--- src/busPkg.sv ---
package busPkg;

	// Bus and register width
	localparam int wordWidth = 32;

	// General registers R0..R15
	localparam int regCount = 16;

	// Address lines to the memory chip
	localparam int addrWidth = 9;

	typedef logic [wordWidth-1:0] word_t;

	// R0 sits at index 0
	typedef logic [regCount-1:0][wordWidth-1:0] regArray_t;

endpackage

--- src/isaPkg.sv ---
package isaPkg;

	// IR field positions
	localparam int opHi = 31;
	localparam int opLo = 27;
	localparam int raHi = 26;
	localparam int raLo = 23;
	localparam int rbHi = 22;
	localparam int rbLo = 19;
	localparam int rcHi = 18;
	localparam int rcLo = 15;
	localparam int constHi = 18;
	localparam int constLo = 0;
	localparam int c2Hi = 20;
	localparam int c2Lo = 19;

	// ALU function codes, same values as the instruction opcodes
	typedef enum logic [4:0] {
		opAdd = 5'd3,
		opSub = 5'd4,
		opAnd = 5'd5,
		opOr = 5'd6,
		opRor = 5'd7,
		opRol = 5'd8,
		opShr = 5'd9,
		opShra = 5'd10,
		opShl = 5'd11,
		opDiv = 5'd15,
		opMul = 5'd16,
		opNeg = 5'd17,
		opNot = 5'd18
	} aluOp_t;

	// Branch conditions in C2
	typedef enum logic [1:0] {
		condZero = 2'b00,
		condNonZero = 2'b01,
		condPositive = 2'b10,
		condNegative = 2'b11
	} cond_t;

endpackage
--- src/conFf.sv ---
module conFf (
	input logic clock,
	input logic arstN,
	input busPkg::word_t ir,
	input busPkg::word_t bus,
	input logic conIn,
	output logic conFfBit
);
	import busPkg::*;
	import isaPkg::*;

	cond_t c2;
	logic isZero;
	logic condMet;

	assign c2 = cond_t'(ir[c2Hi:c2Lo]);
	assign isZero = (bus == '0);

	always_comb begin
		case (c2)
			condZero: condMet = isZero;
			condNonZero: condMet = !isZero;
			// Strictly greater than zero
			condPositive: condMet = !bus[wordWidth-1] && !isZero;
			default: condMet = bus[wordWidth-1];
		endcase
	end

	always_ff @(posedge clock or negedge arstN) begin
		if (!arstN) begin
			conFfBit <= 1'b0;
		end else if (conIn) begin
			conFfBit <= condMet;
		end
	end

endmodule

--- config.mk ---
export PLATFORM = sky130hd
export DESIGN_NAME = conFf
export DESIGN_NICKNAME = d
export VERILOG_FILES = /design/src/busPkg.sv /design/src/isaPkg.sv /design/src/conFf.sv
export SDC_FILE = /design/constraint.sdc
export NUM_CORES = 1
export LEC_CHECK = 0
export BUFFER_PORTS_ARGS = -buffer_cell sky130_fd_sc_hd__clkbuf_2
export CAP_MARGIN = 20
export CORE_AREA = 2 2 39 41
export CTS_CLUSTER_DIAMETER = 80
export DETAILED_ROUTE_END_ITERATION = 10
export DIE_AREA = 0 0 41 43
export HOLD_SLACK_MARGIN = 0.08
export PLACE_DENSITY = 0.68
export SLEW_MARGIN = 20
export SYNTH_ARGS = -nofsm -noshare
export SYNTH_HDL_FRONTEND = slang
export SYNTH_SLANG_ARGS = --single-unit
--- constraint.sdc ---
create_clock -name clock -period 0.9 [get_ports clock]
set_input_delay 0.09 -clock clock [delete_from_list [all_inputs] [get_ports clock]]
set_output_delay 0.09 -clock clock [all_outputs]
set_load 0.01 [all_outputs]
==> key figures <==
Setup path
  • Crit Path Category: primary input to flip-flop
  • Crit path max-delay family: simple AND/OR/NAND/NOR gates
  • Type of origin of the critical path: primary input
  • Slowest cell delay on critical path: around 0.27 ns
  • Reg2Reg Depth: 2
  • Worst Setup SP: bus[21]
  • CP arrival: 0.94 ns
  • Reg2Reg Setup Slack: roughly 0.25 ns
  • Reg-to-Reg End: conFfBit
  • CP Max Fanout: 2
  • Buffer and inverter count on the worst path: 1
  • R2r startpoint: conFfBit
  • Crit-path cells: buf_6 > nor4_4 > nand4_1 > o32ai_2 > a31oi_1
  • CP max stage cell: o32ai_2
  • Crit. End Element: flip-flop
  • Required time worst endpoint: 0.77 ns

Status
  • Outcome: finished with violations
  • Violated checks: negative setup slack

Power
  • Switch share: between 30% and 40%
  • Internal power: between 0.1 and 0.15 mW
  • Comb pwr share: 74.5%
  • Sw Pwr: 0.0711 mW
  • PwrDens: between 400 and 500 nW/um2
  • Worst VDD drop: about 0.17 mV
  • Register share of total power: around 26%
  • Leak: 0.201 nW
  • Share of power burned in the clock network: 0%
  • Overall power: 0.217 mW

Placed design
  • Placed wire-length estimate: slightly below 700 um
  • Pre-CTS WS: -0.233 ns
  • I/O Buffers: 37
  • Placer Congestion: 0.590
  • Post-Place Cells: 72
  • Cell Area, Placed: 395 um2

Detailed routing
  • Iteration-0 DRC Markers: 0
  • Drt wl/cell: slightly below 10 um
  • Number of remaining DRC errors: 0
  • Via count: around 310
  • Vias/cell: 4.29
  • Post-route ant nets: 0
  • Drt total wl: 723 um
  • 1st-pass router iterations: 1

Worst hold path
  • Worst Hold Depth: 2
  • Hold Crit Class: primary input to flip-flop
  • Hold Path End: conFfBit
  • Min-delay src: conIn

Die
  • CORE AREA: 1380 um2
  • Die area: approximately 1800 um2
  • IO Pins: 68
  • Die height: 43 um
  • Die Width: 41 um
  • Row cnt: 14
  • Starting Density: 11.2%

Timing
  • Worst Max-Slew Pin Slew: 0.216 ns
  • Relative slew slack: 85.5%
  • Pins over their slew limit: 0
  • RSZ-0062 raised after global routing: true
  • Hold Fails Final Rpt: 0
  • Fin Clk Skew: 0 ns
  • Fin worst setup slack: -0.171 ns
  • Final setup vio count: 1
  • FMAX: 933 MHz
  • Setup TNS: -0.171 ns
  • Fin crit share: 119%
  • Final min period: 1.07 ns
  • WHS: around 0.33 ns

Clock tree
  • Clk slew on worst S/H paths: 0 ns
  • Latest clock arrival within the worst-skew pair: 0 ns
  • Setup bufs post-CTS: 0

Global routing
  • First-pass GRT wire length: 1010 um
  • Gr usage total: 7.89%
  • Total gr overflow: 0
  • Vias in the first global route: 265
  • Largest net degree at the start of global routing: 4
  • Initial antenna violation count: 0

Logic synthesis
  • Cells after synthesis: 18
  • Syn_nets: 85
  • Avg Cell Area, Syn: 8.62 um2
  • Register area share after synthesis: 16.1%
  • YS warnings: 0
  • Cell area after synthesis: 155 um2
  • Unique cell type count in the Yosys netlist: 11
  • Yosys reg bits: 1

Layout
  • Util after Layout: roughly a third
  • Top Registers: conFfBit: 1 flops
  • Commonest non-fill, non-tap cell in the layout: clkbuf_2
  • Final cell count without fillers: 73
  • Max reg flops: 1
  • ANT cells: 0
  • Post-layout instance area: roughly 460 um2
  • Biggest register: conFfBit
  • Area delta synth->final: 199%
  • Commonest non-fill, non-tap cells in the layout: 35 x clkbuf_2, 4 x nor4_2, 4 x nor4_4
  • Share of cells above drive strength 1: between 80 and 90%
  • Final nets: 126
  • Fill count: 150

Run
  • Max cap viols: 0
==> worst reg2reg max path: cells and delay by family (launching register included) <==
kind | cells | cell delay, ns
AOI/OAI and AO/OA | 2 | 0.15
DFF | 1 | 0.37
==> synth_stat cells (all sizes together) <==
master / instances / area, um2
dfrtp: 1 / 25.0
nand3: 1 / 5.00
xnor2: 1 / 8.76
o32ai: 1 / 8.76
a31oi: 1 / 6.26
nor4: 8 / 68.8
or2: 1 / 6.26
nor2b: 1 / 6.26
o211ai: 1 / 7.51
nand4: 2 / 12.5
==> repair_timing <==
item	4_1_cts	5_1_grt
hold buffers	1	0
setup endpoints to repair	1	1
resized for setup	1	9
endpoints found under the hold margin	1	0
gates cloned	0	0
pin swaps	4	6
==> worst max path at each step <==
stage | endpoint | slack (ns) | cells past startpoint
after floorplan | conFfBit | 0.001 | 4
after detailed placement | conFfBit | -0.23 | 5
after CTS | conFfBit | -0.20 | 5
after global placement | conFfBit | -0.18 | 5
final | conFfBit | -0.17 | 5
after global routing | conFfBit | -0.29 | 5
==> kinds of logic (layout without fill, tap and decap cells) <==
kind of cell	count (synthesis)	after routing	synth area share (%)
flip-flops	1	1	16.1
buffers and inverters	0	39	0
AND/OR/NAND/NOR	13	13	63.7
XOR/XNOR	1	1	5.65
AO/OA/AOI/OAI	3	3	14.5
==> per-layer routing <==
metal / GRT usage [%] / routed length, um / vias to the layer above
met4: 0 / 0 / 0
met3: 0 / 101 / 0
met1: 10.1 / 250 / 129
met2: 14.7 / 370 / 23
li1: - / - / 161
met5: 0 / 0 / -
==> layout make-up <==
class	count	area [um2]	area share [%]
timing repair buffer	39	215	46.4
sequential	1	25.0	5.39
multi-input combinational	17	204	43.9
tap	16	20.0	4.31
==> power by group through the flow <==
stage,clock [mW],combinational (mW),sequential (mW)
floorplan,0,0.0252,0.0567
global placement,0,0.131,0.0542
detailed placement,0,0.134,0.0543
CTS,0,0.140,0.0544
global route,0,0.178,0.0563
finish,0,0.161,0.0554
Note: power is estimated with default switching activity, not from simulation.
