`src/busPkg.sv`:
```
package busPkg;

	// Bus and register width
	localparam int wordWidth = 32;

	// General registers R0..R15
	localparam int regCount = 16;

	// Address lines to the memory chip
	localparam int addrWidth = 9;

	typedef logic [wordWidth-1:0] word_t;

	// R0 sits at index 0
	typedef logic [regCount-1:0][wordWidth-1:0] regArray_t;

endpackage

```
`src/isaPkg.sv`:
```
package isaPkg;

	// IR field positions
	localparam int opHi = 31;
	localparam int opLo = 27;
	localparam int raHi = 26;
	localparam int raLo = 23;
	localparam int rbHi = 22;
	localparam int rbLo = 19;
	localparam int rcHi = 18;
	localparam int rcLo = 15;
	localparam int constHi = 18;
	localparam int constLo = 0;
	localparam int c2Hi = 20;
	localparam int c2Lo = 19;

	// ALU function codes, same values as the instruction opcodes
	typedef enum logic [4:0] {
		opAdd = 5'd3,
		opSub = 5'd4,
		opAnd = 5'd5,
		opOr = 5'd6,
		opRor = 5'd7,
		opRol = 5'd8,
		opShr = 5'd9,
		opShra = 5'd10,
		opShl = 5'd11,
		opDiv = 5'd15,
		opMul = 5'd16,
		opNeg = 5'd17,
		opNot = 5'd18
	} aluOp_t;

	// Branch conditions in C2
	typedef enum logic [1:0] {
		condZero = 2'b00,
		condNonZero = 2'b01,
		condPositive = 2'b10,
		condNegative = 2'b11
	} cond_t;

endpackage
```
`src/gprCtrlIf.sv`:
```
interface gprCtrlIf;
	import busPkg::*;

	// One-hot write enables
	logic [regCount-1:0] rIn;
	// One-hot read enables
	logic [regCount-1:0] rOut;
	// Register values as seen by the bus
	regArray_t regs;

	modport decoder (output rIn, output rOut);
	modport file (input rIn, output regs);
	modport mux (input rOut, input regs);

endinterface

```
`src/irDecode.sv`:
```
module irDecode (
	input busPkg::word_t ir,
	input logic gra,
	input logic grb,
	input logic grc,
	input logic rIn,
	input logic rOut,
	gprCtrlIf.decoder ctrl,
	output busPkg::word_t cSext
);
	import busPkg::*;
	import isaPkg::*;

	logic [raHi-raLo:0] regSel;
	logic [regCount-1:0] decoded;

	// Only one of gra, grb, grc is expected per cycle
	assign regSel = ({(raHi-raLo+1){gra}} & ir[raHi:raLo])
		| ({(rbHi-rbLo+1){grb}} & ir[rbHi:rbLo])
		| ({(rcHi-rcLo+1){grc}} & ir[rcHi:rcLo]);

	always_comb begin
		decoded = '0;
		decoded[regSel] = 1'b1;
	end

	assign ctrl.rIn = decoded & {regCount{rIn}};
	assign ctrl.rOut = decoded & {regCount{rOut}};

	// 19-bit constant field to a full word
	assign cSext = {{(wordWidth-constHi-1){ir[constHi]}}, ir[constHi:constLo]};

endmodule

```
`src/flat_wrapper.sv`:
```
// flat-port wrapper written by rule: the top's interface ports become plain ports
module irDecode_flat import busPkg::*; import isaPkg::*;
  (ir, gra, grb, grc, rIn, rOut, cSext, ctrl_rIn, ctrl_rOut);
  gprCtrlIf ctrl_i ();
  input busPkg::word_t ir;
  input logic gra;
  input logic grb;
  input logic grc;
  input logic rIn;
  input logic rOut;
  output busPkg::word_t cSext;
  output wire logic [$bits(ctrl_i.rIn)-1:0] ctrl_rIn;
  output wire logic [$bits(ctrl_i.rOut)-1:0] ctrl_rOut;
  assign ctrl_rIn = ctrl_i.rIn;
  assign ctrl_rOut = ctrl_i.rOut;
  irDecode u_core (.ir(ir), .gra(gra), .grb(grb), .grc(grc), .rIn(rIn), .rOut(rOut), .ctrl(ctrl_i), .cSext(cSext));
endmodule
```
`config.mk`:
```
export PLATFORM = sky130hd
export DESIGN_NAME = irDecode_flat
export DESIGN_NICKNAME = d
export VERILOG_FILES = /design/src/busPkg.sv /design/src/isaPkg.sv /design/src/gprCtrlIf.sv /design/src/irDecode.sv /design/src/flat_wrapper.sv
export SDC_FILE = /design/constraint.sdc
export NUM_CORES = 1
export LEC_CHECK = 0
export BUFFER_PORTS_ARGS = -buffer_cell sky130_fd_sc_hd__buf_2
export CAP_MARGIN = 0
export CELL_PAD_IN_SITES_DETAIL_PLACEMENT = 2
export CELL_PAD_IN_SITES_GLOBAL_PLACEMENT = 2
export CORE_MARGIN = 2
export CORE_UTILIZATION = 10
export DETAILED_ROUTE_END_ITERATION = 10
export PLACE_DENSITY = 0.95
export SYNTH_ARGS = -nofsm -noshare
export SYNTH_HDL_FRONTEND = slang
export SYNTH_SLANG_ARGS = --single-unit
export TNS_END_PERCENT = 20
```
`constraint.sdc`:
```
create_clock -name vclk -period 3.8
set_clock_uncertainty 0.2 [all_clocks]
set_input_delay 1.14 -clock vclk [all_inputs]
set_output_delay 1.14 -clock vclk [all_outputs]
set_load 0.1 [all_outputs]
```
==> summary.txt <==
Timing
  – Final period utilization: 1.03
  – Final critical-path setup slack: -106 ps
  – Slew of the pin with the lowest slew margin: between 400 and 500 ps
  – Slew HR: 0.673
  – Minimum clock period: 3910 ps
  – RSZ-0062 raised after global routing: yes
  – Slew Viols, Final: 0
  – Final setup viols: 22
  – Final Hold Violating Endpoints: 0
  – Max Fclk: 0.256 GHz

Layout
  – Multi-input logic area: around 510 um^2
  – Final #Nets: 175
  – Share of cells above drive strength 1: 0.941
  – Most frequent cells in the layout: 36 x buf_12, 31 x nor2_4, 29 x buf_2
  – Area grow syn2layout: 240%
  – Design area: ~0.0017 mm^2
  – Most common cell after layout, fill and taps aside: buf_12
  – Seq cells: 0
  – Clk_buf instances: 0
  – # fillers: just over 500
  – Post-Layout Cell Count: between 200 and 250
  – Seq. cell area: 0 um^2
  – Antenna cells: 0

Detailed routing
  – Routed via count: approximately 760
  – DRT Pass-1 Iters: 4
  – Routed WL per cell: around 14 um
  – Number of remaining DRC errors: 0
  – Post-DRT Antenna Nets: 0
  – DR iter-0 viols: 16
  – Met2 WL: ~1.7 mm
  – Met1 wire length: around 900 um
  – Vias/cell: between 3 and 4
  – Routed wire length: about 2.9 mm
  – Max Used Layer: met4
  – Length of routed met3 wiring: between 200 and 300 um

Floorplanning
  – DIE HEIGHT: 73.9 um
  – Die area: 0.00547 mm^2
  – Initial core utilization: 0.104
  – Core Area: approximately 0.0047 mm^2
  – Row count: 25
  – Io pins: ~100
  – Chip width: roughly 74 um

Placed design
  – GP Congestion: 0.655
  – Port-buffer cells: 66
  – Placed cell area: ~0.0016 mm^2
  – Dpl cells: just over 200
  – HPWL Detailed: between 2 and 3 mm

Power and ir drop
  – Net switching power: just over 0.2 mW
  – Power Density: 182 mW/mm^2
  – Clock share of power: 0
  – Reg power frac: 0
  – Pint: approximately 0.096 mW
  – Leakage power: ~0.63 nW
  – PnR Total Power: between 0.3 and 0.4 mW
  – Maximum vdd drop: 0.0798 mV
  – Switching share of power: 0.684
  – Combinational share of power: 1.000

Yosys
  – Register area share after synthesis: 0
  – Library cells used by synthesis: 10
  – Cell area after synthesis: ~500 um^2
  – Cell count after synthesis: 82
  – Synth Net Count: around 120
  – Yosys warning count: 0
  – Syn Area/Cell: roughly 6.0 um^2

Flow run
  – Max-cap viol count: 0

Global route
  – Gr usage total: 0.102
  – Vias in the first global route: approximately 860
  – Global-route wire length before repair: roughly 4.4 mm
  – Grt total ovfl: 0
  – Pin count of the biggest net entering global routing: 15
  – Initial antenna violation count: 0

Worst setup path
  – WP data arrival: 2570 ps
  – Worst Setup End Kind: primary output
  – Worst Path Required: roughly 2500 ps
  – Crit Path Class: in2out
  – Crit start category: primary input
  – Crit Path Max Fanout: 4

Outcome
  – Violated checks: negative setup slack
  – Status: complete, but fails checks

Hold path
  – Hold Path Class: in2out
-- per-layer routing --
layer,vias to the layer above,global-route usage
met4,0,0.00404
met2,50,0.227
li1,349,-
met1,358,0.0973
met5,-,0
met3,4,0.0217
-- cell families after synthesis --
family,Yosys count,synth area share
buf+inv,34,0.506
compound gates,4,0.0818
simple gates,44,0.412
-- power groups by stage --
stage                     clock [mW]  sequential, mW  combinational, mW
after floorplan                    0               0              0.276
after global placement             0               0              0.289
after detailed placement           0               0              0.295
after CTS                          0               0              0.305
after global routing               0               0              0.315
final                              0               0              0.303
-- what timing repair did --
item / in CTS / in global routing
pin swaps: 9 / 6
gates resized for setup: 18 / 6
buffers inserted: 0 / 1
hold buffers: 0 / 0
setup endpoints to repair: 32 / 32
-- worst paths after layout --
| kind | depth (start not counted) | start | end | slack (ps) |
|---|---|---|---|---|
| worst max-delay path | 6 | grc | ctrl_rIn[14] | -110 |
| worst min-delay path | 0 | ir[11] | cSext[11] | 2080 |
-- final cells by class --
cell class / instances / area share
Multi-Input combinational cell: 48 / 0.304
Timing Repair Buffer: 88 / 0.646
Tap cell: 67 / 0.0503
-- cells in the mapped netlist --
library cell / count / area (um^2)
or3_2: 1 / 7.51
nand2b_1: 2 / 12.5
a222oi_1: 4 / 40.0
nand3_1: 1 / 5.00
nand3b_1: 3 / 22.5
nor2_1: 32 / 120
clkbuf_1: 2 / 7.51
buf_4: 32 / 240
nand2_1: 2 / 7.51
or3b_1: 3 / 26.3
-- stage by stage --
| stage | hold slack [ps] | worst slack (ps) | utilization | setup TNS [ps] |
|---|---|---|---|---|
| floorplan | 2290 | -352 | - | -9990 |
| global placement | 2080 | -172 | 0.336 | -3050 |
| detailed placement | 2080 | -234 | 0.336 | -3740 |
| CTS | 2080 | -168 | 0.350 | -1480 |
| global route | 2080 | -186 | 0.353 | -3570 |
| finish | 2080 | -106 | 0.353 | -1180 |
-- worst max-delay path, stage by stage --
cell and delay (ps):
buf_8 100, a222oi_1 370, buf_4 180, or3b_4 450, nor2_4 140, buf_12 180
Note: power is estimated with default switching activity, not from simulation.
