==> config.mk <==
export PLATFORM = sky130hd
export DESIGN_NAME = gprFile_flat
export DESIGN_NICKNAME = d
export VERILOG_FILES = /design/src/busPkg.sv /design/src/gprCtrlIf.sv /design/src/gprFile.sv /design/src/flat_wrapper.sv
export SDC_FILE = /design/constraint.sdc
export NUM_CORES = 1
export LEC_CHECK = 0
export ABC_AREA = 1
export BUFFER_PORTS_ARGS = -buffer_cell sky130_fd_sc_hd__buf_2
export CAP_MARGIN = 30
export CELL_PAD_IN_SITES_DETAIL_PLACEMENT = 1
export CELL_PAD_IN_SITES_GLOBAL_PLACEMENT = 2
export CORE_MARGIN = 5
export CORE_UTILIZATION = 35
export CTS_CLUSTER_SIZE = 16
export DETAILED_ROUTE_END_ITERATION = 6
export MAX_ROUTING_LAYER = met4
export PLACE_DENSITY = 0.91
export SYNTH_ARGS = -nofsm -noshare
export SYNTH_HDL_FRONTEND = slang
export SYNTH_SLANG_ARGS = --single-unit
==> constraint.sdc <==
create_clock -name clock -period 0.85 [get_ports clock]
set_input_delay 0.085 -clock clock [delete_from_list [all_inputs] [get_ports clock]]
set_output_delay 0.085 -clock clock [all_outputs]
set_load 0.02 [all_outputs]
==> src/busPkg.sv <==
package busPkg;

	// Bus and register width
	localparam int wordWidth = 32;

	// General registers R0..R15
	localparam int regCount = 16;

	// Address lines to the memory chip
	localparam int addrWidth = 9;

	typedef logic [wordWidth-1:0] word_t;

	// R0 sits at index 0
	typedef logic [regCount-1:0][wordWidth-1:0] regArray_t;

endpackage

==> src/gprCtrlIf.sv <==
interface gprCtrlIf;
	import busPkg::*;

	// One-hot write enables
	logic [regCount-1:0] rIn;
	// One-hot read enables
	logic [regCount-1:0] rOut;
	// Register values as seen by the bus
	regArray_t regs;

	modport decoder (output rIn, output rOut);
	modport file (input rIn, output regs);
	modport mux (input rOut, input regs);

endinterface

==> src/gprFile.sv <==
module gprFile (
	input logic clock,
	input logic arstN,
	input busPkg::word_t bus,
	input logic baOut,
	gprCtrlIf.file ctrl
);
	import busPkg::*;

	regArray_t regFile;

	always_ff @(posedge clock or negedge arstN) begin
		if (!arstN) begin
			regFile <= '0;
		end else begin
			for (int i = 0; i < regCount; i++) begin
				if (ctrl.rIn[i]) begin
					regFile[i] <= bus;
				end
			end
		end
	end

	// R0 reads as zero for base-address mode
	assign ctrl.regs[0] = baOut ? '0 : regFile[0];
	assign ctrl.regs[regCount-1:1] = regFile[regCount-1:1];

	// Decoder must never select two destinations at once
	rInOneHot: assert property (
		@(posedge clock) disable iff (!arstN)
		$onehot0(ctrl.rIn)
	) else $error("gprFile: more than one register write enable high");

endmodule

==> src/flat_wrapper.sv <==
// flat-port wrapper written by rule: the top's interface ports become plain ports
module gprFile_flat import busPkg::*;
  (clock, arstN, bus, baOut, ctrl_rIn, ctrl_regs);
  gprCtrlIf ctrl_i ();
  input logic clock;
  input logic arstN;
  input busPkg::word_t bus;
  input logic baOut;
  input wire logic [$bits(ctrl_i.rIn)-1:0] ctrl_rIn;
  output wire logic [$bits(ctrl_i.regs)-1:0] ctrl_regs;
  assign ctrl_i.rIn = ctrl_rIn;
  assign ctrl_regs = ctrl_i.regs;
  gprFile u_core (.clock(clock), .arstN(arstN), .bus(bus), .baOut(baOut), .ctrl(ctrl_i));
endmodule
==> run summary <==
The setup skew after layout is 0 ns. The category of the critical setup timing path is reg -> out. The Yosys step of the flow raised 0 warnings. The vertical die dimension came out at approximately 270 µm. In the global route stage, overall resource usage came out at about a quarter.

The first global-routing pass estimated 138000 µm of wire. The number of antenna violations at the first check in global routing came out at 2. The post-synthesis cell count is 2787. Static timing analysis puts the maximum clock frequency at roughly 0.68 GHz. Summing the sequential cell areas from Yosys gives 52.4% of the chip area.

After detailed routing, the wire length on met1 is 38500 µm. The worst-case clock buffer depth came out at 3. The capturing element type of the critical path is a primary output.

The number of hold buffers added after CTS came out at 48. The count of state elements after synthesis came out at between 500 and 600. In this run the top signal layer used is met4. Once detailed placement completed, the half-perimeter wirelength came to around 56000 µm. The min-delay analysis places its worst path in the category in -> async.

The endpoint required time on the critical path came out at 0.76 ns. The final period utilization came out at 174%. The starting utilization of the core area is approximately a third. The via count came out at around 20000. The number of placement rows came out at 97. The total met2 wirelength after detailed routing came out at 51500 µm.

After detailed routing, the number of remaining DRC violations is 0. The critical path goes through inv_1 > nor2_1 > buf_4. After synthesis, the mean cell area works out to 8.78 µm². The clock sink count came out at 512. The number of hold-slack violations in the final timing report came to 5. The clock tree root driver cell is sky130_fd_sc_hd__clkbuf_16. The cell area reported after detailed placement is between 0.02 and 0.025 mm². The layout has around 8000 filler cells. The area growth from synthesis to layout is 35.0%.

The combined area of the multi-input logic cells came out at 0.00630 mm². The clock tree from TritonCTS is built. Clock-pin slew was measured on the worst setup and hold paths at 0.07 ns. The detailed-route wire length per cell came out at approximately 24 µm. The final cell utilization of the core came out at 47.4%.

The worst supply voltage drop on vdd came out at between 0.0015 and 0.002 V. In the final design database the tool counted ~3300 nets. Setup violations remaining at the end of the flow were counted as ~600.

The pin count of the biggest net entering global routing came out at 48. The power density normalized to cell area is 2150 mW/mm². Summed over all layers, the global routing overflow is 0. The clock insertion delay at the later pin of the skew report came out at 0.60 ns. The worst setup path is launched from a register. The delay of the slowest critical-path stage is ~0.4 ns. For this block, the initial DRC count from the detailed router was 1297.

The total of buffers placed on input and output ports came out at 562. Summed over all nets, wire length on met3 after detailed routing comes to 7230 µm. Setup repair after global routing could not meet its margin everywhere.

Synthesis produced a netlist with a net count of 2838. The transition time of the tightest slew-check pin came out at 0.693 ns. Including well taps, the total number of placed cells is 3718. Across the run, the number of max-cap violations was 0. The leakage dissipation came out at between 15 and 20 nW.

The final non-filler cell total is 4268. The total power after layout came out at roughly 71 mW. The combined flip-flop and latch cell area came out at 0.0128 mm². The netlist area before placement came out at 0.0245 mm². The core footprint came out at 0.0697 mm².

The first-pass detailed-route iteration total is 5. The slowest stage of the critical path belongs to the cell sky130_fd_sc_hd__dfrtp_1. For this block, the routed nets add up to 103000 µm of wire. The count of different cell masters after synthesis came out at 14.

The count of cells along the worst register-to-register path came out at 4. 563 I/O pins were placed. The via count of the first global-routing pass came to between 20000 and 25000.

The final reports fail on negative hold slack, negative setup slack. Clock tree synthesis inserted a total of 56 buffers. The relative max-transition margin came out at 53.8%. The final worst setup slack came out at -0.630 ns. The chip width came out at 274 µm. Of all nets on the critical path, the largest fanout is 2. The final count of pins violating max slew is 0. The final worst hold slack is -0.0324 ns. The run finished, with violations left. The final design area excluding fillers is 0.0330 mm². The die area came out at between 0.07 and 0.08 mm². The endpoint arrival time on the critical path came out at 1.40 ns. The number of vias per cell after detailed routing is 4.77. The fraction of layout cells with a size suffix above 1 came out at 39.8%. Routability-driven placement finished with a final weighted congestion of ~0.80. The final period demand of the worst path came out at 1.48 ns.

The H-tree was split into 2 levels. The count of antenna-violating nets left after detailed routing came out at 0.
[area by class of cell]
type / count / share of cell area [%]
Antenna cell: 1 / 0.00758
Timing Repair Buffer: 1097 / 32.1
Multi-Input combinational cell: 1568 / 19.1
Tap cell: 940 / 3.56
Timing Repair inverter: 1 / 0.0265
Inverter: 48 / 0.795
Sequential cell: 512 / 38.8
Clock buffer: 83 / 5.07
Clock inverter: 18 / 0.545
[registers in the layout (all words and copies together), names as in the netlist]
| signal | cells |
|---|---|
| u_core.ctrl.regs | 480 |
| u_core.regFile | 32 |
[routing by layer]
metal,global-route usage [%],vias up
li1,-,8762
met1,28.6,10300
met2,42.1,943
met3,5.59,334
met4,10.6,0
met5,-,-
[metrics by stage]
step	hold WS (ns)	setup TNS [ns]	setup WS [ns]
detailed placement	-0.0146	-2.39	-0.0581
global placement	0.000761	-0.854	-0.0380
floorplan	-0.211	0	0.131
global route	-0.0532	-230.11	-0.669
CTS	-0.0684	-217.11	-0.566
finish	-0.0324	-206.84	-0.630
[worst paths after layout]
kind                                      startpoint                    end  slack, ns
max in group asynchronous                      arstN  u_core.ctrl.regs[408]       0.18
min in group clock                           bus[16]   u_core.ctrl.regs[80]       0.02
worst min-delay path                           arstN  u_core.ctrl.regs[423]      -0.03
worst min register to register    u_core.regFile[12]     u_core.regFile[12]       0.48
worst max register to register  u_core.ctrl.regs[86]   u_core.ctrl.regs[86]      -0.12
worst max-delay path              u_core.regFile[20]          ctrl_regs[20]      -0.63
[kinds of logic (layout without fill, tap and decap cells)]
family | Yosys count | in the layout | share of synthesized area, %
buf+inv | 707 | 1247 | 22.3
flops | 512 | 512 | 52.4
other cells | 0 | 1 | 0
simple gates | 1568 | 1568 | 25.3
[power by group]
group	switching (mW)	leakage [nW]	internal (mW)	total (mW)
clock network	10.8	0.926	14.5	25.3
logic	9.21	10.9	7.72	16.9
registers	2.07	6.23	26.5	28.6
[cells in the mapped netlist]
cell type | count | area share (%)
sky130_fd_sc_hd__inv_6 | 2 | 0.072
sky130_fd_sc_hd__buf_8 | 5 | 0.31
sky130_fd_sc_hd__clkbuf_2 | 28 | 0.57
sky130_fd_sc_hd__nand2_1 | 1416 | 22
sky130_fd_sc_hd__buf_6 | 56 | 2.6
sky130_fd_sc_hd__inv_8 | 4 | 0.18
sky130_fd_sc_hd__buf_4 | 554 | 17
sky130_fd_sc_hd__inv_1 | 32 | 0.49
sky130_fd_sc_hd__dfrtp_1 | 512 | 52
sky130_fd_sc_hd__inv_4 | 10 | 0.26
sky130_fd_sc_hd__buf_2 | 7 | 0.14
sky130_fd_sc_hd__nand2_2 | 120 | 3.1
sky130_fd_sc_hd__buf_12 | 9 | 0.74
sky130_fd_sc_hd__nor2_1 | 32 | 0.49
[placed cells by master, fill, tap and decap left out]
master                             n
sky130_fd_sc_hd__buf_12           35
sky130_fd_sc_hd__buf_2            38
sky130_fd_sc_hd__buf_4           457
sky130_fd_sc_hd__buf_6           508
sky130_fd_sc_hd__buf_8             1
sky130_fd_sc_hd__bufinv_16         3
sky130_fd_sc_hd__clkbuf_1         11
sky130_fd_sc_hd__clkbuf_16        57
sky130_fd_sc_hd__clkbuf_4         10
sky130_fd_sc_hd__clkbuf_8         15
sky130_fd_sc_hd__clkinv_2         11
sky130_fd_sc_hd__clkinv_4          1
sky130_fd_sc_hd__clkinv_8          1
sky130_fd_sc_hd__dfrtp_1         508
sky130_fd_sc_hd__dfrtp_2           4
sky130_fd_sc_hd__diode_2           1
sky130_fd_sc_hd__dlygate4sd3_1    48
sky130_fd_sc_hd__inv_1            23
sky130_fd_sc_hd__inv_2             9
sky130_fd_sc_hd__inv_4             5
sky130_fd_sc_hd__inv_6            11
sky130_fd_sc_hd__inv_8             3
sky130_fd_sc_hd__nand2_1        1392
sky130_fd_sc_hd__nand2_2         140
sky130_fd_sc_hd__nand2_4           4
sky130_fd_sc_hd__nor2_1           21
sky130_fd_sc_hd__nor2_2           10
sky130_fd_sc_hd__nor2_4            1
[critical path, delay by kind of cell, from the launching register on]
| family | cells | cell delay [ns] |
|---|---|---|
| buffers and inverters | 2 | 0.25 |
| flip-flops | 1 | 0.39 |
| AND/OR/NAND/NOR | 1 | 0.13 |
[timing repair]
item | in CTS | in global routing
gates resized for setup | 1011 | 80
pin swaps | 0 | 19
hold endpoints to repair | 1018 | 5
setup endpoints to repair | 512 | 592
gates cloned | 0 | 1
setup buffers | 215 | 194
Note: power is estimated with default switching activity, not from simulation.
