**src/busPkg.sv**
```systemverilog
package busPkg;

	// Bus and register width
	localparam int wordWidth = 32;

	// General registers R0..R15
	localparam int regCount = 16;

	// Address lines to the memory chip
	localparam int addrWidth = 9;

	typedef logic [wordWidth-1:0] word_t;

	// R0 sits at index 0
	typedef logic [regCount-1:0][wordWidth-1:0] regArray_t;

endpackage

```
**src/gprCtrlIf.sv**
```systemverilog
interface gprCtrlIf;
	import busPkg::*;

	// One-hot write enables
	logic [regCount-1:0] rIn;
	// One-hot read enables
	logic [regCount-1:0] rOut;
	// Register values as seen by the bus
	regArray_t regs;

	modport decoder (output rIn, output rOut);
	modport file (input rIn, output regs);
	modport mux (input rOut, input regs);

endinterface

```
**src/busMux.sv**
```systemverilog
module busMux (
	input logic clock,
	input logic arstN,
	gprCtrlIf.mux ctrl,
	input logic hiOut,
	input logic loOut,
	input logic zHiOut,
	input logic zLoOut,
	input logic pcOut,
	input logic mdrOut,
	input logic inportOut,
	input logic cOut,
	input busPkg::word_t hi,
	input busPkg::word_t lo,
	input busPkg::word_t zHi,
	input busPkg::word_t zLo,
	input busPkg::word_t pc,
	input busPkg::word_t mdr,
	input busPkg::word_t inport,
	input busPkg::word_t cSext,
	output busPkg::word_t bus
);
	import busPkg::*;

	// Registers in the low sixteen slots, special sources above
	logic [regCount+7:0] outSel;
	word_t [regCount+7:0] srcWords;

	assign outSel = {cOut, inportOut, mdrOut, pcOut, zLoOut, zHiOut, loOut, hiOut, ctrl.rOut};
	assign srcWords = {cSext, inport, mdr, pc, zLo, zHi, lo, hi, ctrl.regs};

	// Bus stays zero when nothing drives it
	always_comb begin
		bus = '0;
		for (int i = 0; i < $size(outSel); i++) begin
			bus = bus | (srcWords[i] & {wordWidth{outSel[i]}});
		end
	end

	// Decoder strobes and control strobes together pick at most one source
	singleDriver: assert property (
		@(posedge clock) disable iff (!arstN)
		$onehot0(outSel)
	) else $error("busMux: more than one bus source enabled");

endmodule

```
**src/flat_wrapper.sv**
```systemverilog
// flat-port wrapper written by rule: the top's interface ports become plain ports
module busMux_flat import busPkg::*;
  (clock, arstN, hiOut, loOut, zHiOut, zLoOut, pcOut, mdrOut, inportOut, cOut, hi, lo, zHi, zLo, pc, mdr, inport, cSext, bus, ctrl_rOut, ctrl_regs);
  gprCtrlIf ctrl_i ();
  input logic clock;
  input logic arstN;
  input logic hiOut;
  input logic loOut;
  input logic zHiOut;
  input logic zLoOut;
  input logic pcOut;
  input logic mdrOut;
  input logic inportOut;
  input logic cOut;
  input busPkg::word_t hi;
  input busPkg::word_t lo;
  input busPkg::word_t zHi;
  input busPkg::word_t zLo;
  input busPkg::word_t pc;
  input busPkg::word_t mdr;
  input busPkg::word_t inport;
  input busPkg::word_t cSext;
  output busPkg::word_t bus;
  input wire logic [$bits(ctrl_i.rOut)-1:0] ctrl_rOut;
  input wire logic [$bits(ctrl_i.regs)-1:0] ctrl_regs;
  assign ctrl_i.rOut = ctrl_rOut;
  assign ctrl_i.regs = ctrl_regs;
  busMux u_core (.clock(clock), .arstN(arstN), .ctrl(ctrl_i), .hiOut(hiOut), .loOut(loOut), .zHiOut(zHiOut), .zLoOut(zLoOut), .pcOut(pcOut), .mdrOut(mdrOut), .inportOut(inportOut), .cOut(cOut), .hi(hi), .lo(lo), .zHi(zHi), .zLo(zLo), .pc(pc), .mdr(mdr), .inport(inport), .cSext(cSext), .bus(bus));
endmodule
```
**config.mk**
```make
export PLATFORM = sky130hd
export DESIGN_NAME = busMux_flat
export DESIGN_NICKNAME = d
export VERILOG_FILES = /design/src/busPkg.sv /design/src/gprCtrlIf.sv /design/src/busMux.sv /design/src/flat_wrapper.sv
export SDC_FILE = /design/constraint.sdc
export NUM_CORES = 1
export LEC_CHECK = 0
export ABC_CLOCK_PERIOD_IN_PS = 800
export BUFFER_PORTS_ARGS = -buffer_cell sky130_fd_sc_hd__clkbuf_2
export CAP_MARGIN = 30
export CORE_AREA = 3 3 318 320
export DETAILED_ROUTE_END_ITERATION = 10
export DIE_AREA = 0 0 321 323
export PLACE_DENSITY = 0.3
export REMOVE_ABC_BUFFERS = 1
export SLEW_MARGIN = 20
export SYNTH_ARGS = -nofsm -noshare
export SYNTH_HDL_FRONTEND = slang
export SYNTH_SLANG_ARGS = --single-unit
```
**constraint.sdc**
```tcl
create_clock -name vclk -period 0.8
set_input_delay 0.04 -clock vclk [all_inputs]
set_output_delay 0.04 -clock vclk [all_outputs]
set_load 0.005 [all_outputs]
```
==> results of run 1 <==
## how the worst max path moves through the flow
stage,start,to,cells after the start
floorplan,ctrl_regs[384],bus[0],3
global placement,ctrl_rOut[5],bus[3],7
global route,ctrl_rOut[2],bus[13],7
CTS,ctrl_rOut[2],bus[9],8
detailed placement,ctrl_rOut[5],bus[3],7
finish,ctrl_rOut[13],bus[13],7
## layer usage
layer / global-route usage [%] / vias up / share of wire (%)
met3: 4.77 / 157 / 8.8
met5: 0 / - / 0.18
li1: - / 4736 / -
met2: 30.7 / 852 / 45
met4: 3.83 / 28 / 2.8
met1: 25.0 / 5544 / 43
## cells in the final DEF, fill, tap and decap left out
| master | Yosys | layout |
|---|---|---|
| or3_4 | 0 | 11 |
| nand4_1 | 96 | 96 |
| a22oi_1 | 384 | 230 |
| clkbuf_8 | 0 | 1 |
| diode_2 | 0 | 20 |
| or3_1 | 32 | 21 |
| bufbuf_16 | 0 | 1 |
| buf_8 | 0 | 14 |
| clkbuf_16 | 0 | 9 |
| a22oi_2 | 0 | 154 |
| buf_4 | 0 | 147 |
| buf_16 | 0 | 8 |
| clkbuf_2 | 0 | 788 |
| buf_6 | 6 | 38 |
| buf_2 | 47 | 13 |
| buf_12 | 0 | 62 |
## metrics by stage
step	setup TNS (ns)	setup slack, ns	cells	hold slack [ns]
floorplan	0	0.0883	512	0.274
global placement	-27.36	-1.29	2822	0.488
detailed placement	-26.90	-1.26	2822	0.481
CTS	-22.55	-0.837	2844	0.474
global route	-22.78	-0.846	2888	0.492
finish	-21.85	-0.883	2900	0.478
## Yosys cell counts
cell,instances
buf_2,47
clkbuf_1,19
or3_1,32
nand4_1,96
buf_6,6
a22oi_1,384
## power by group
part	internal, mW	switching (mW)
clock network	0.00000282	0
registers	0	0
logic	3.99	4.17
## logic make-up (layout without fill, tap and decap cells)
| family | after synthesis | after routing |
|---|---|---|
| buffers and inverters | 72 | 1081 |
| AOI/OAI and AO/OA | 384 | 384 |
| and+or+nand+nor | 128 | 128 |
| other | 0 | 20 |
## layout make-up
class              count  area [µm²]  share of cell area [%]
diodes                20        50.0                   0.367
multi-input cells    512        4510                    33.0
repair buffers      1081        7480                    54.8
well taps           1287        1610                    11.8
## repair_timing
action / CTS / global route
resized for setup: 163 / 159
pin swaps: 76 / 80
setup buffers: 25 / 39
cloned: 5 / 4
endpoints found under the setup margin: 32 / 32
==> impl_metrics.csv, run 1 <==
group,metric,value,unit
run_status,status,"complete, but fails checks",
run_status,violations,"setup timing",
global_route,grt_max_degree,19,
pwr,power_density,598,nW/µm²
setup_path,critPathMaxStageDelay,0.44,ns
synthesis,yosysTopAreaCellShare,71.0,%
setup_path,crit_type,"input port to output pin",
global_route,first_global_vias,11535,
drt,firstDrtPassIters,5,
synthesis,synth-adder-area-share,0,%
setup_path,crit_top_cell,"buf_6",
synthesis,syn_inst,584,
setup_path,crit_path_start_kind,"input port",
drt,drcViolationCount,0,
setup_path,slowest_stage,"or3_4",
timing,post-route-min-period,1.68,ns
global_route,antenna_found_initial,55,
floorplanning,die-area,104000,µm²
timing,tightestPinTransition,0.509,ns
layout,ff_latch_area,0,µm²
timing,setup_viol,32,
setup_path,cp_data_required_time,0.76,ns
timing,maxSlewViolCount,0,
min_path,min_path_cells,5,
drt,wirelength,106000,µm
layout,area_growth,236,%
timing,fin_crit_sh,210,%
floorplanning,start_util,4.12,%
synthesis,synth_compound_area_share,71.0,%
synthesis,synth_cell_types,6,
pwr,leakagePower,6.29,nW
synthesis,synth_top_family_by_area,"compound AO/OA/AOI/OAI gates",
drt,wl_per_cell,36.7,µm
setup_path,end_kind,"output pin",
setup_path,worstPathMaxFanout,7,
run,maxCapViolations,0,
timing,relSlewSlack,66.1,%
global_route,grt-ovfl-total,0,
synthesis,synth-xor-area-share,0,%
setup_path,cp_top_family,"simple AND/OR/NAND/NOR gates",
synthesis,synth_area,4060,µm²
floorplanning,core_area,98400,µm²
layout,nFillCells,11575,
layout,utilization,13.9,%
layout,clock_buffers,0,
setup_path,path_buf_inv,4,
synthesis,syn_avg_cell_area,6.95,µm²
layout,num-nets-final,2389,
drt,drt_iter0_drc,1081,
timing,hold_violations,0,
layout,drive_gt1_share,78.2,%
synthesis,yosys_warnings,0,
synthesis,synth-seq-area-share,0,%
floorplanning,rows,115,
synthesis,synth-simple-area-share,19.7,%
global_route,grt_pass1_wl,126000,µm
setup_path,cp.arrival,1.64,ns
synthesis,synth_area_leaders,"a22oi_1 (71%), nand4_1 (15%), buf_2 (5.8%), or3_1 (4.9%), clkbuf_1 (1.8%)",
min_path,min_path_type,"input port to output pin",
drt,drt-vias-per-instance,3.90,
timing,max_freq,594,MHz
layout,seq_cell_count,0,
placed_design,hpwl,91700,µm
synthesis,yosysTopAreaCell,"a22oi_1",
pwr,ir_drop,0.407,mV
placed_design,numPortBuffers,824,
placed_design,gp_congestion,0.935,
floorplanning,die_w,321,µm
floorplanning,die_y,323,µm
placed_design,place_area,11500,µm²
drt,vias,11317,
global_route,track_usage,18.8,%
setup_path,cp_cell_sequence,"buf_6, buf_12, a22oi_2, buf_4, nand4_1, or3_4, buf_6",
timing,layout_setup_ws,-0.883,ns
floorplanning,pin_count,826,
timing,grt_setup_unrepaired,"true",
clock_tree,cts_hold_buffers,0,
min_path,holdPathEnd,"bus[4]",
pwr,total_power,8.16,mW
layout,final_area,13700,µm²
synthesis,synthMuxAreaShare,0,%
drt,postRouteAntennaNets,0,
min_path,hold_path_startpoint,"zHi[4]",
(Power assumes the default switching activity.)
==> run 2: changes to the inputs <==
Settings changed: CELL_PAD_IN_SITES_DETAIL_PLACEMENT set to 1, CELL_PAD_IN_SITES_GLOBAL_PLACEMENT set to 2, PLACE_DENSITY 0.3 to 0.5.
==> run 2 against run 1 <==
The flow still finishes with violations (setup timing). Largest cell class unchanged. Die area did not move. Critical endpoint is now bus[0]. Core utilization fell by 0.21 points. Non-clock buffer count decreased by 51.
==> impl_metrics.csv, run 2 (synthesis results as in run 1) <==
group,metric,value,unit
setup_path,slowest_stage,"or3_4",
timing,hold_violations,0,
floorplanning,die_y,323,µm
setup_path,cp_cell_sequence,"clkbuf_2, buf_6, a22oi_2, nand4_1, or3_4, clkbuf_2",
layout,drive_gt1_share,77.4,%
floorplanning,die_w,321,µm
layout,final_cell_mix,"clkbuf_2 (788), a22oi_1 (234), a22oi_2 (150)",
floorplanning,start_util,4.12,%
layout,final_cells,2838,
setup_path,cp.arrival,1.56,ns
drt,drt_iter0_drc,826,
timing,max_freq,624,MHz
run,maxCapViolations,0,
drt,wl_per_cell,38.2,µm
layout,layout_commonest_cell,"clkbuf_2",
drt,drt-vias-per-instance,3.93,
drt,drcViolationCount,0,
global_route,grt_max_degree,26,
layout,seq_cell_count,0,
floorplanning,pin_count,826,
placed_design,dp.cells,2768,
setup_path,worstPathMaxFanout,6,
drt,wirelength,108000,µm
setup_path,path_buf_inv,3,
setup_path,crit_top_cell,"clkbuf_2",
placed_design,hpwl,89400,µm
placed_design,numPortBuffers,824,
layout,area_growth,231,%
min_path,min_path_type,"input port to output pin",
timing,layout_setup_ws,-0.804,ns
setup_path,cp.depth,6,
layout,nFillCells,11868,
clock_tree,cts_hold_buffers,0,
timing,setup_viol,32,
global_route,grt-ovfl-total,0,
floorplanning,die-area,104000,µm²
global_route,first_global_vias,12342,
timing,fin_tns_setup,-20.96,ns
timing,tightestPinTransition,0.413,ns
global_route,grt_pass1_wl,132000,µm
setup_path,cp_top_family,"simple AND/OR/NAND/NOR gates",
run_status,status,"complete, but fails checks",
placed_design,gp_congestion,0.921,
timing,relSlewSlack,72.5,%
min_path,min_path_cells,5,
layout,clock_buffers,0,
global_route,track_usage,19.5,%
drt,postRouteAntennaNets,0,
setup_path,end_kind,"output pin",
pwr,ir_drop,0.222,mV
timing,grt_setup_unrepaired,"true",
pwr,leakagePower,6.15,nW
min_path,hold_path_startpoint,"pc[21]",
timing,hold-worst-slack,0.486,ns
timing,post-route-min-period,1.60,ns
floorplanning,rows,115,
layout,num-nets-final,2338,
setup_path,crit_path_start_kind,"input port",
floorplanning,core_area,98400,µm²
setup_path,critPathMaxStageDelay,0.46,ns
timing,fin_crit_sh,200,%
drt,firstDrtPassIters,5,
run_status,violations,"setup timing",
pwr,power_density,596,nW/µm²
timing,maxSlewViolCount,0,
min_path,holdPathEnd,"bus[21]",
layout,ff_latch_area,0,µm²
setup_path,cp_data_required_time,0.76,ns
drt,vias,11163,
global_route,antenna_found_initial,58,
setup_path,crit_type,"input port to output pin",
run 2: cell count changes in the layout (fill, tap and decap cells not counted), sizes merged:
cell and change:
clkbuf +1, bufbuf +1, diode -11, buf -53
run 2: per-stage QoR:
stage | setup WS (ns) | cell area, µm² | total power, mW | utilization (%)
6_report | -0.804 | 13500 | 8.02 | 13.7
2_1_floorplan | 0.0883 | 3680 | 1.15 | -
5_1_grt | -0.785 | 13400 | 8.42 | 13.7
3_5_place_dp | -1.10 | 11100 | 6.45 | 11.3
3_3_place_gp | -1.15 | 11100 | 6.45 | 11.3
4_1_cts | -0.812 | 12900 | 7.72 | 13.1
run 2: tightest hold or removal path, cell delays in order:
cell,delay [ns]
clkbuf_2,0.08
a22oi_1,0.06
nand4_1,0.06
or3_1,0.10
clkbuf_2,0.11
run 2: area by class of cell:
type	instances	area (µm²)	area share, %
antenna	9	22.5	0.167
multi-input combinational	512	4500	33.5
tap	1287	1610	12.0
timing repair buffer	1030	7310	54.4
run 2: how the worst max path moves through the flow:
stage | from | endpoint | slack, ns
floorplan | ctrl_regs[384] | bus[0] | 0.09
finish | ctrl_rOut[13] | bus[0] | -0.80
CTS | pcOut | bus[3] | -0.81
global placement | pcOut | bus[3] | -1.15
detailed placement | pcOut | bus[3] | -1.10
global route | ctrl_rOut[6] | bus[30] | -0.78
run 2: routing by layer:
metal	global-route usage [%]	up-vias	routed length, µm
met5	0	-	214
met4	3.63	32	3110
met3	4.99	180	9280
met2	32.1	831	49200
met1	25.7	5504	46600
li1	-	4616	-
run 2: what timing repair did:
action / 4_1_cts / 5_1_grt
setup endpoints to repair: 32 / 32
buffers inserted: 42 / 11
cloned: 12 / 4
pin swaps: 95 / 73
resized for setup: 222 / 99
run 2: power by group:
group	total, mW	internal (mW)	switching [mW]
Clock	0.00000136	0.00000136	0
Combinational	8.02	3.90	4.12
Sequential	0	0	0
Total	8.02	3.90	4.12
==> run 3: changes to the inputs <==
Settings changed: MAX_ROUTING_LAYER set to met4.
==> run 3 against run 2 <==
The flow still finishes with violations (setup timing). Non-clock buffer count increased by 3. Via count increased by 2.9%. Core utilization increased by 0.28 points. Critical endpoint is now bus[21].
==> impl_metrics.csv, run 3 (synthesis results as in run 1) <==
group,metric,value,unit
timing,max_freq,655,MHz
setup_path,end_kind,"output pin",
pwr,p_int,4.02,mW
pwr,ir_drop,0.197,mV
timing,maxSlewViolCount,0,
pwr,p_switching,4.34,mW
timing,layout_setup_ws,-0.727,ns
run,maxCapViolations,0,
pwr,power_density,609,nW/µm²
min_path,min_path_type,"input port to output pin",
floorplanning,die-area,104000,µm²
layout,area_growth,238,%
layout,clock_buffers,0,
setup_path,cp_data_required_time,0.76,ns
floorplanning,die_y,323,µm
timing,post-route-min-period,1.53,ns
drt,vias,11486,
layout,nFillCells,11886,
timing,hold-worst-slack,0.479,ns
run_status,status,"complete, but fails checks",
placed_design,gp_congestion,0.972,
run_status,violations,"setup timing",
min_path,hold_path_startpoint,"pc[21]",
setup_path,crit_type,"input port to output pin",
timing,grt_setup_unrepaired,"true",
pwr,leakagePower,6.21,nW
timing,setup_viol,32,
timing,relSlewSlack,67.5,%
layout,utilization,13.9,%
drt,route.met3.wl,8730,µm
global_route,antenna_found_initial,60,
min_path,holdPathEnd,"bus[21]",
placed_design,hpwl,89900,µm
global_route,first_global_vias,12525,
global_route,grt-ovfl-total,0,
timing,fin_crit_sh,191,%
timing,tightestPinTransition,0.487,ns
setup_path,worstPathMaxFanout,5,
setup_path,crit_path_start_kind,"input port",
drt,postRouteAntennaNets,0,
floorplanning,die_w,321,µm
clock_tree,cts_hold_buffers,0,
floorplanning,pin_count,826,
drt,met1_length,49400,µm
global_route,grt_pass1_wl,137000,µm
drt,drt_iter0_drc,934,
drt,topRoutingLayerUsed,"met4",
layout,seq_cell_count,0,
pwr,p_clk_share,0,%
setup_path,cp.arrival,1.49,ns
drt,drt-vias-per-instance,4.02,
layout,drive_gt1_share,78.5,%
min_path,min_path_cells,5,
pwr,seqPwrFrac,0,%
placed_design,numPortBuffers,824,
pwr,combPwrFrac,100.0,%
floorplanning,core_area,98400,µm²
drt,wl_per_cell,39.5,µm
layout,num-nets-final,2341,
drt,wirelength,113000,µm
layout,ff_latch_area,0,µm²
drt,wl_met2,50900,µm
pwr,p_sw_share,51.9,%
layout,final_cell_mix,"clkbuf_2 (788), a22oi_1 (214), a22oi_2 (170)",
drt,firstDrtPassIters,5,
global_route,track_usage,21.0,%
floorplanning,rows,115,
drt,drcViolationCount,0,
floorplanning,start_util,4.12,%
layout,layout_commonest_cell,"clkbuf_2",
timing,hold_violations,0,
global_route,grt_max_degree,20,
==> run 3: cell types whose count changed in the layout (fill, tap and decap cells not counted), sizes merged <==
cell / delta
buf: -1
clkbuf: +3
bufbuf: +1
diode: +16
==> run 3: what timing repair did <==
item / in CTS / in global routing
gates resized for setup: 252 / 88
gates cloned: 16 / 3
setup buffers: 54 / 7
setup endpoints to repair: 32 / 32
pin swaps: 98 / 67
==> run 3: cell type report <==
class	count	area (µm²)	area share, %
timing repair buffer	1033	7470	54.4
multi-input combinational	512	4580	33.4
tap	1287	1610	11.7
antenna	25	62.6	0.456
==> run 3: routing by layer <==
layer / up-vias / global-route usage, %
met5: - / -
met4: 0 / 5.92
met3: 174 / 4.96
met2: 933 / 33.0
met1: 5730 / 26.7
li1: 4649 / -
==> run 3: worst max-delay path by stage <==
stage | slack [ns] | endpoint | depth (start not counted) | start
final | -0.73 | bus[21] | 8 | cOut
after global routing | -0.81 | bus[3] | 8 | pcOut
after CTS | -0.83 | bus[3] | 8 | pcOut
after detailed placement | -1.14 | bus[3] | 8 | pcOut
after global placement | -1.16 | bus[3] | 8 | pcOut
after floorplan | 0.09 | bus[0] | 3 | ctrl_regs[384]
==> run 3: power groups by stage <==
stage / sequential [mW] / clock, mW / combinational [mW]
after floorplan: 0 / 0 / 1.15
final: 0 / 0.00000418 / 8.36
after detailed placement: 0 / 0 / 6.45
after global placement: 0 / 0 / 6.44
after CTS: 0 / 0 / 8.11
after global routing: 0 / 0.00000364 / 8.75
==> run 3: stage by stage <==
stage	instance area (µm²)	setup TNS, ns	instances	power (mW)	worst slack (ns)
6_report	13700	-20.72	2857	8.36	-0.727
5_1_grt	13700	-21.64	2854	8.75	-0.813
4_1_cts	13200	-21.18	2826	8.11	-0.826
3_5_place_dp	11000	-24.55	2761	6.45	-1.14
3_3_place_gp	11000	-24.40	2761	6.44	-1.16
2_1_floorplan	3680	0	512	1.15	0.0883
==> run 3: worst max-delay path, cell delays in order <==
cell      delay (ns)
buf_12          0.12
buf_12          0.14
buf_6           0.12
a22oi_2         0.22
buf_4           0.19
nand4_1         0.16
or3_1           0.36
clkbuf_2        0.12
